--- src/hw/lsu_pkg.sv ---
`default_nettype none

package lsu_pkg;

  ////////////////////////////////////////////////////////////
  // Widths and limits
  ////////////////////////////////////////////////////////////

  // Byte address and data word
  localparam int unsigned LSU_ADDR_W = 32;
  localparam int unsigned LSU_DATA_W = 32;

  // One enable per byte lane
  localparam int unsigned LSU_BE_W = 4;

  // Granted bus transactions still waiting for a response
  localparam int unsigned LSU_MAX_OUTSTANDING = 2;

  // Must hold 0..LSU_MAX_OUTSTANDING
  localparam int unsigned LSU_CNT_W = 2;

  ////////////////////////////////////////////////////////////
  // Types
  ////////////////////////////////////////////////////////////

  // Access size, encoding as on the core side
  typedef enum logic [1:0] {
    LSU_SIZE_BYTE = 2'b00,
    LSU_SIZE_HALF = 2'b01,
    LSU_SIZE_WORD = 2'b10
  } lsu_size_e;

  // Core request, byte address and unrotated write data
  typedef struct packed {
    logic [LSU_ADDR_W-1:0] addr;
    logic                  we;
    lsu_size_e             size;
    logic                  sext;
    logic [LSU_DATA_W-1:0] wdata;
  } lsu_req_t;

  // Core response, one per accepted request
  typedef struct packed {
    logic [LSU_DATA_W-1:0] rdata;
    logic                  err;
  } lsu_resp_t;

  // Bus request, address always word aligned
  typedef struct packed {
    logic [LSU_ADDR_W-1:0] addr;
    logic                  we;
    logic [LSU_BE_W-1:0]   be;
    logic [LSU_DATA_W-1:0] wdata;
  } bus_req_t;

  // Bus response, no ready on this channel
  typedef struct packed {
    logic [LSU_DATA_W-1:0] rdata;
    logic                  err;
  } bus_resp_t;

  // Kept per transaction from grant until its response
  typedef struct packed {
    lsu_size_e  size;
    logic       sext;
    logic       we;
    logic [1:0] offset;
    logic       last;    // low only for first part of a split
  } lsu_ctrl_t;

endpackage

`default_nettype wire
--- src/hw/lsu_top.sv ---
`timescale 1ns/1ps
`default_nettype none

module lsu_top (
  input  wire logic                clk,
  input  wire logic                rst_n,
  // Core request
  input  wire logic                core_req_valid_i,
  input  wire lsu_pkg::lsu_req_t   core_req_i,
  output logic                     core_req_ready_o,
  // Bus request
  output logic                     bus_req_valid_o,
  output lsu_pkg::bus_req_t        bus_req_o,
  input  wire logic                bus_gnt_i,
  // Bus response
  input  wire logic                bus_rvalid_i,
  input  wire lsu_pkg::bus_resp_t  bus_resp_i,
  // Core response
  output logic                     core_resp_valid_o,
  output lsu_pkg::lsu_resp_t       core_resp_o
);

  import lsu_pkg::*;

  // Producer to buffer
  logic      push;
  logic      push_ready;
  lsu_ctrl_t push_ctrl;

  // Buffer to consumer
  lsu_ctrl_t head_ctrl;

  ////////////////////////////////////////////////////////////
  // Request path
  ////////////////////////////////////////////////////////////

  lsu_request_gen u_request_gen (
    .clk              (clk),
    .rst_n            (rst_n),
    .core_req_valid_i (core_req_valid_i),
    .core_req_i       (core_req_i),
    .core_req_ready_o (core_req_ready_o),
    .bus_req_valid_o  (bus_req_valid_o),
    .bus_req_o        (bus_req_o),
    .bus_gnt_i        (bus_gnt_i),
    .push_ready_i     (push_ready),
    .push_o           (push),
    .push_ctrl_o      (push_ctrl)
  );

  // Occupancy is the count of outstanding transactions
  lsu_ctrl_fifo u_ctrl_fifo (
    .clk          (clk),
    .rst_n        (rst_n),
    .push_i       (push),
    .push_ctrl_i  (push_ctrl),
    .push_ready_o (push_ready),
    .pop_i        (bus_rvalid_i),
    .head_ctrl_o  (head_ctrl)
  );

  ////////////////////////////////////////////////////////////
  // Response path
  ////////////////////////////////////////////////////////////

  lsu_rdata_align u_rdata_align (
    .clk               (clk),
    .rst_n             (rst_n),
    .bus_rvalid_i      (bus_rvalid_i),
    .bus_resp_i        (bus_resp_i),
    .head_ctrl_i       (head_ctrl),
    .core_resp_valid_o (core_resp_valid_o),
    .core_resp_o       (core_resp_o)
  );

endmodule

`default_nettype wire

--- src/hw/lsu_rdata_align.sv ---
`timescale 1ns/1ps
`default_nettype none

module lsu_rdata_align (
  input  wire logic                clk,
  input  wire logic                rst_n,
  // Bus response side
  input  wire logic                bus_rvalid_i,
  input  wire lsu_pkg::bus_resp_t  bus_resp_i,
  // Control entry of the answered transaction
  input  wire lsu_pkg::lsu_ctrl_t  head_ctrl_i,
  // Core response side
  output logic                     core_resp_valid_o,
  output lsu_pkg::lsu_resp_t       core_resp_o
);

  import lsu_pkg::*;

  logic [LSU_DATA_W-1:0]   rdata_q;    // First-part read word
  logic                    err_q;      // First-part error
  logic                    first_part;
  logic                    is_split;
  logic [2*LSU_DATA_W-1:0] rdata_full;
  logic [2*LSU_DATA_W-1:0] rdata_aligned;
  logic [LSU_DATA_W-1:0]   rdata_ext;

  assign first_part = bus_rvalid_i && !head_ctrl_i.last;

  // Same rule as the split decision on the request side
  always_comb begin
    case (head_ctrl_i.size)
      LSU_SIZE_HALF: is_split = (head_ctrl_i.offset == 2'b11);
      LSU_SIZE_BYTE: is_split = 1'b0;
      default:       is_split = (head_ctrl_i.offset != 2'b00);
    endcase
  end

  ////////////////////////////////////////////////////////////
  // First-part capture
  ////////////////////////////////////////////////////////////

  always_ff @(posedge clk) begin
    if (first_part) begin
      rdata_q <= bus_resp_i.rdata;
    end
  end

  always_ff @(posedge clk or negedge rst_n) begin
    if (!rst_n) begin
      err_q <= 1'b0;
    end else if (first_part) begin
      err_q <= bus_resp_i.err;
    end
  end

  ////////////////////////////////////////////////////////////
  // Realign and extend
  ////////////////////////////////////////////////////////////

  // New word above the stored one, or duplicated when unsplit
  assign rdata_full = is_split ? {bus_resp_i.rdata, rdata_q}
                               : {bus_resp_i.rdata, bus_resp_i.rdata};

  assign rdata_aligned = rdata_full >> {head_ctrl_i.offset, 3'b000};

  always_comb begin
    case (head_ctrl_i.size)
      LSU_SIZE_BYTE: begin
        rdata_ext = {{24{head_ctrl_i.sext && rdata_aligned[7]}}, rdata_aligned[7:0]};
      end
      LSU_SIZE_HALF: begin
        rdata_ext = {{16{head_ctrl_i.sext && rdata_aligned[15]}}, rdata_aligned[15:0]};
      end
      default: begin
        rdata_ext = rdata_aligned[LSU_DATA_W-1:0];
      end
    endcase
  end

  // One response per core request, on its last part
  assign core_resp_valid_o = bus_rvalid_i && head_ctrl_i.last;

  always_comb begin
    // Stores answer with zero data
    core_resp_o.rdata = head_ctrl_i.we ? '0 : rdata_ext;
    // Errors of both parts are merged
    core_resp_o.err   = bus_resp_i.err || (is_split && err_q);
  end

endmodule

`default_nettype wire

--- src/hw/lsu_ctrl_fifo.sv ---
`timescale 1ns/1ps
`default_nettype none

module lsu_ctrl_fifo (
  input  wire logic                clk,
  input  wire logic                rst_n,
  // Push on every bus grant
  input  wire logic                push_i,
  input  wire lsu_pkg::lsu_ctrl_t  push_ctrl_i,
  output logic                     push_ready_o,
  // Pop on every bus response
  input  wire logic                pop_i,
  output lsu_pkg::lsu_ctrl_t       head_ctrl_o
);

  import lsu_pkg::*;

  // Entries in flight
  lsu_ctrl_t            mem [LSU_MAX_OUTSTANDING];
  logic                 wr_ptr_q;
  logic                 rd_ptr_q;
  logic [LSU_CNT_W-1:0] cnt_q;
  logic                 full;

  assign full = (cnt_q == LSU_CNT_W'(LSU_MAX_OUTSTANDING));

  // A response in the same cycle frees a slot
  assign push_ready_o = !full || pop_i;

  assign head_ctrl_o = mem[rd_ptr_q];

  always_ff @(posedge clk) begin
    if (push_i) begin
      mem[wr_ptr_q] <= push_ctrl_i;
    end
  end

  ////////////////////////////////////////////////////////////
  // Pointers and occupancy
  ////////////////////////////////////////////////////////////

  always_ff @(posedge clk or negedge rst_n) begin
    if (!rst_n) begin
      wr_ptr_q <= 1'b0;
      rd_ptr_q <= 1'b0;
      cnt_q    <= '0;
    end else begin
      if (push_i) begin
        wr_ptr_q <= !wr_ptr_q;
      end
      if (pop_i) begin
        rd_ptr_q <= !rd_ptr_q;
      end
      // Up on push, down on pop, unchanged on both
      case ({push_i, pop_i})
        2'b10:   cnt_q <= cnt_q + 1'b1;
        2'b01:   cnt_q <= cnt_q - 1'b1;
        default: cnt_q <= cnt_q;
      endcase
    end
  end

endmodule

`default_nettype wire

--- src/hw/lsu_request_gen.sv ---
`timescale 1ns/1ps
`default_nettype none

module lsu_request_gen (
  input  wire logic               clk,
  input  wire logic               rst_n,
  // Core request side
  input  wire logic               core_req_valid_i,
  input  wire lsu_pkg::lsu_req_t  core_req_i,
  output logic                    core_req_ready_o,
  // Bus request side
  output logic                    bus_req_valid_o,
  output lsu_pkg::bus_req_t       bus_req_o,
  input  wire logic               bus_gnt_i,
  // Control FIFO push side
  input  wire logic               push_ready_i,
  output logic                    push_o,
  output lsu_pkg::lsu_ctrl_t      push_ctrl_o
);

  import lsu_pkg::*;

  logic                  split_q;     // Second part of a split is pending
  logic                  need_split;  // Current request needs a second part
  logic                  gnt;
  logic [1:0]            offset;
  logic [LSU_ADDR_W-1:0] word_addr;
  logic [LSU_BE_W-1:0]   size_mask;
  logic [2*LSU_BE_W-1:0] be_wide;
  logic [2*LSU_DATA_W-1:0] wdata_wide;

  assign offset    = core_req_i.addr[1:0];
  assign word_addr = {core_req_i.addr[LSU_ADDR_W-1:2], 2'b00};

  ////////////////////////////////////////////////////////////
  // Split detection
  ////////////////////////////////////////////////////////////

  // Words off alignment and halfwords at offset 3 cross a word
  always_comb begin
    need_split = 1'b0;
    if (!split_q) begin
      case (core_req_i.size)
        LSU_SIZE_HALF: need_split = (offset == 2'b11);
        LSU_SIZE_BYTE: need_split = 1'b0;
        default:       need_split = (offset != 2'b00);
      endcase
    end
  end

  // Valid follows core valid, held off while the FIFO is full
  assign bus_req_valid_o = core_req_valid_i && push_ready_i;
  assign gnt             = bus_req_valid_o && bus_gnt_i;

  // Core is released only on grant of the last part
  assign core_req_ready_o = gnt && !need_split;

  // Set on first-part grant, cleared on second-part grant
  always_ff @(posedge clk or negedge rst_n) begin
    if (!rst_n) begin
      split_q <= 1'b0;
    end else if (gnt) begin
      split_q <= need_split;
    end
  end

  ////////////////////////////////////////////////////////////
  // Byte enables and write data
  ////////////////////////////////////////////////////////////

  // Lanes covered by the access before shifting
  always_comb begin
    case (core_req_i.size)
      LSU_SIZE_BYTE: size_mask = 4'b0001;
      LSU_SIZE_HALF: size_mask = 4'b0011;
      default:       size_mask = 4'b1111;
    endcase
  end

  // Low half is the first word, high half spills into the next
  assign be_wide = {{LSU_BE_W{1'b0}}, size_mask} << offset;

  // Rotate left by whole bytes, same data for both parts
  assign wdata_wide = {core_req_i.wdata, core_req_i.wdata} << {offset, 3'b000};

  always_comb begin
    bus_req_o.we    = core_req_i.we;
    bus_req_o.wdata = wdata_wide[2*LSU_DATA_W-1:LSU_DATA_W];
    if (split_q) begin
      // Next word, remaining lanes from bit 0 up
      bus_req_o.addr = word_addr + LSU_ADDR_W'(4);
      bus_req_o.be   = be_wide[2*LSU_BE_W-1:LSU_BE_W];
    end else begin
      bus_req_o.addr = word_addr;
      bus_req_o.be   = be_wide[LSU_BE_W-1:0];
    end
  end

  ////////////////////////////////////////////////////////////
  // Control entry for the response path
  ////////////////////////////////////////////////////////////

  assign push_o = gnt;

  always_comb begin
    push_ctrl_o.size   = core_req_i.size;
    push_ctrl_o.sext   = core_req_i.sext;
    push_ctrl_o.we     = core_req_i.we;
    push_ctrl_o.offset = offset;
    push_ctrl_o.last   = !need_split;
  end

endmodule

`default_nettype wire

--- config.mk ---
export PLATFORM = sky130hd
export DESIGN_NAME = lsu_top
export DESIGN_NICKNAME = d
export VERILOG_FILES = /design/src/hw/lsu_pkg.sv /design/src/hw/lsu_top.sv /design/src/hw/lsu_rdata_align.sv /design/src/hw/lsu_ctrl_fifo.sv /design/src/hw/lsu_request_gen.sv
export SDC_FILE = /design/constraint.sdc
export NUM_CORES = 1
export LEC_CHECK = 0
export BUFFER_PORTS_ARGS = -buffer_cell sky130_fd_sc_hd__buf_2
export CAP_MARGIN = 20
export CORE_ASPECT_RATIO = 1.75
export CORE_MARGIN = 1
export CORE_UTILIZATION = 53
export DETAILED_ROUTE_END_ITERATION = 10
export PLACE_DENSITY = 0.88
export SYNTH_ARGS = -nofsm -noshare
export SYNTH_HDL_FRONTEND = slang
export SYNTH_SLANG_ARGS = --single-unit
--- constraint.sdc ---
create_clock -name clk -period 4.2 [get_ports clk]
set_input_delay 0.21 -clock clk [delete_from_list [all_inputs] [get_ports clk]]
set_output_delay 0.21 -clock clk [all_outputs]
set_load 0.01 [all_outputs]
==> summary.md <==
| Metric | Value |
|---|---|
| Clock transition at the registers of the reported paths | 70 ps |
| TritonCTS clock tree | built |
| DP HPWL | 11,900 microns |
| EDFF count, synth | 38 |
| Area post-placement | 5880 sq um |
| Top cell type's share of synthesized area | 0.236 |
| Num rows | 45 |
| Drt pass-1 iters | 6 |
| Starting Density | 0.551 |
| Synth cell types | 54 |
| Post-synthesis sequential area ratio | 0.267 |
| # setup viols final | 0 |
| CP endpoint kind | output port |
| Grt total ovfl | 0 |
| Worst path bufs/invs | 2 |
| Num CTS Buffers | 5 |
| Placer congestion estimate | 0.955 |
| Design area | 6040 sq um |
| Hold Startpoint | core_req_i[32] |
| Final Core Density | 0.688 |
| Final hold viol count | 0 |
| Max Root-Sink Buffers | 2 |
| Max frequency | 0.287 GHz |
| Worst setup SP type | flop |
| Cells after DPL | 806 |
| Delay-heaviest family, CP | compound AO/OA/AOI/OAI gates |
| Register bit count reported by yosys | 44 |
| Final Non-Filler Cells | 817 |
| Worst-path maximum fanout | 34 |
| RSZ-0062 raised after global routing | no |
| DR vias | 5,116 |
| Crit path DAT | 3280 ps |
| Worst Setup SP | u_ctrl_fifo.rd_ptr_q |
| Input/output buffers | 208 |
| PwrDens | 470 nW/um^2 |
| Avg WL per Cell | 19.2 microns |
| Worst-margin pin slew | 1040 ps |
| H-tree levels | 2 |
| Synth warnings | 0 |
| Core area | 8780 sq um |
| CP cell instances | buf_4, mux2_2, o21ai_0, o211ai_1, nand4_1, buf_2 |
| Max stage delay cell, worst path | o211ai_1 |
| Setup bufs post-CTS | 0 |
| Status | completed |
| Synth Flop Type | edfxtp_1 |
| ANT nets after route | 0 |
| Slowest stage delay, CP | 760 ps |
| Hold Crit Class | in -> reg |
| # IOs | 211 |
| Slew Limit Fails | 0 |
| Hold_ws | 114 ps |
| Commonest cells in the netlist | 69 x nand2_1, 42 x nor2_1, 38 x edfxtp_1 |
| Die extent in y | 128 microns |
| Max cap viols | 0 |
| Die Wd | 74.2 microns |
| Syn_area_per_cell | 9.53 sq um |
| DRC violations left | 0 |
| Die area | 9530 sq um |
| Number of nets in the layout | 806 |
| Worst Path Class, Setup | reg -> out |
| First-pass GRT wire length | 24,500 microns |
| Peak supply drop | 289 uV |
| Clock root cell | clkbuf_16 |
| Cells after synthesis | 508 |
| Leak Pwr | 2.62 nW |
| Count leader, synth | nand2_1 |
| Async set-reset flop share out of synthesis | 0.136 |
| Share of cells above drive strength 1 | 0.419 |
| Final min period | 3490 ps |
| Worst Skew | 11.2 ps |
| Setup tns final | 0 ps |
| Mapped cell area | 4840 sq um |
| Worst-Skew Late Latency | 300 ps |
| Final period util | 0.831 |
| Area Overhead vs Synth | 24.8% |
| Largest net degree at the start of global routing | 42 |
| Post-Route WL | 15,700 microns |
| Total Routing Usage GR | 0.337 |
| Via density | 6.26 |
| Synth area leaders | edfxtp_1 24%, mux4_2 15%, nand2_1 5.4%, mux2i_1 4.1%, xnor2_1 3.6% |
| Synth area leader | edfxtp_1 |
| TritonCTS sink count | 44 |
| Cts hold-fix bufs | 1 |
| Post-cts repair resize count | 0 |
| Initial DRC Count | 511 |
| Vias in the first global route | 4,966 |
| Initial antenna violation count | 1 |
| Max transition margin | 0.305 |
| Worst endpoint required time | 3990 ps |
| Reg-to-Reg Start | u_ctrl_fifo.rd_ptr_q |
==> flip-flops by register name, summed over array words and instances, names as in the netlist <==
signal	cells
u_ctrl_fifo.cnt_q	2
u_ctrl_fifo.mem	14
u_ctrl_fifo.rd_ptr_q	1
u_ctrl_fifo.wr_ptr_q	1
u_rdata_align.err_q	1
u_rdata_align.rdata_q	24
u_request_gen.split_q	1
==> cells by family (layout without fill, tap and decap cells) <==
kind of cell / after synthesis / count (layout) / share of synthesized area
AOI/OAI and AO/OA: 113 / 113 / 0.175
adders and majority gates: 2 / 2 / 0.00517
other: 1 / 3 / 0.000775
muxes: 68 / 68 / 0.235
DFF: 44 / 44 / 0.267
buffers and inverters: 43 / 233 / 0.0481
and+or+nand+nor: 203 / 203 / 0.207
xor gates and xnor gates: 34 / 34 / 0.0615
==> metal layers <==
layer / share of wire / GRT usage
met1: 0.35 / 0.398
met4: 0.053 / 0.186
met5: 0 / 0
met2: 0.50 / 0.571
met3: 0.089 / 0.0548
==> cells in the final DEF (no fill, tap or decap), drive strengths merged, types with 13 or more instances in the layout <==
| master | count |
|---|---|
| xor2 | 14 |
| and3 | 14 |
| nor2 | 43 |
| buf | 215 |
| a211oi | 22 |
| xnor2 | 20 |
| a211o | 14 |
| nand2 | 70 |
| mux2 | 13 |
| nand4 | 14 |
| a21oi | 21 |
| nor3 | 22 |
| mux2i | 23 |
| mux4 | 32 |
| nand3 | 27 |
| o21ai | 22 |
| edfxtp | 38 |
==> power by group <==
group / switching (mW) / internal [mW] / leakage (nW)
logic: 1.09 / 0.711 / 2.13
clock network: 0.173 / 0.218 / 0.0635
registers: 0.0774 / 0.565 / 0.423
==> layout make-up <==
type                            instances  area (sq um)
Timing Repair Buffer                  216          1100
Antenna cell                            1          2.50
Clock inverter                          3          18.8
Multi-Input combinational cell        422          3320
Tap cell                              117           146
Inverter                                9          33.8
Sequential cell                        44          1290
Fill cell                             696          2740
Clock buffer                            5           125
==> worst paths after layout <==
kind,slack [ps],to,depth (start not counted)
worst max-delay path,710,core_resp_o[13],6
worst min-delay path,110,u_ctrl_fifo.mem[0][4],1
worst max register to register,2040,u_rdata_align.err_q,5
worst min register to register,480,u_ctrl_fifo.cnt_q[1],1
max in group asynchronous,3770,u_request_gen.split_q,2
min in group asynchronous,270,u_ctrl_fifo.rd_ptr_q,2
==> per-stage QoR <==
step / power (mW) / worst slack [ps]
6_report: 2.84 / 710
5_1_grt: 3.02 / 570
4_1_cts: 2.81 / 840
3_5_place_dp: 2.41 / 1160
3_3_place_gp: 2.38 / 1250
2_1_floorplan: 1.89 / 1910
==> worst reg2reg max path, cell delays in order (launching register included) <==
cell and delay (ps):
dfrtp_1 550, buf_4 340, mux2i_1 280, and2_1 150, buf_4 330, mux2_2 380
Note: power is estimated with default switching activity, not from simulation.
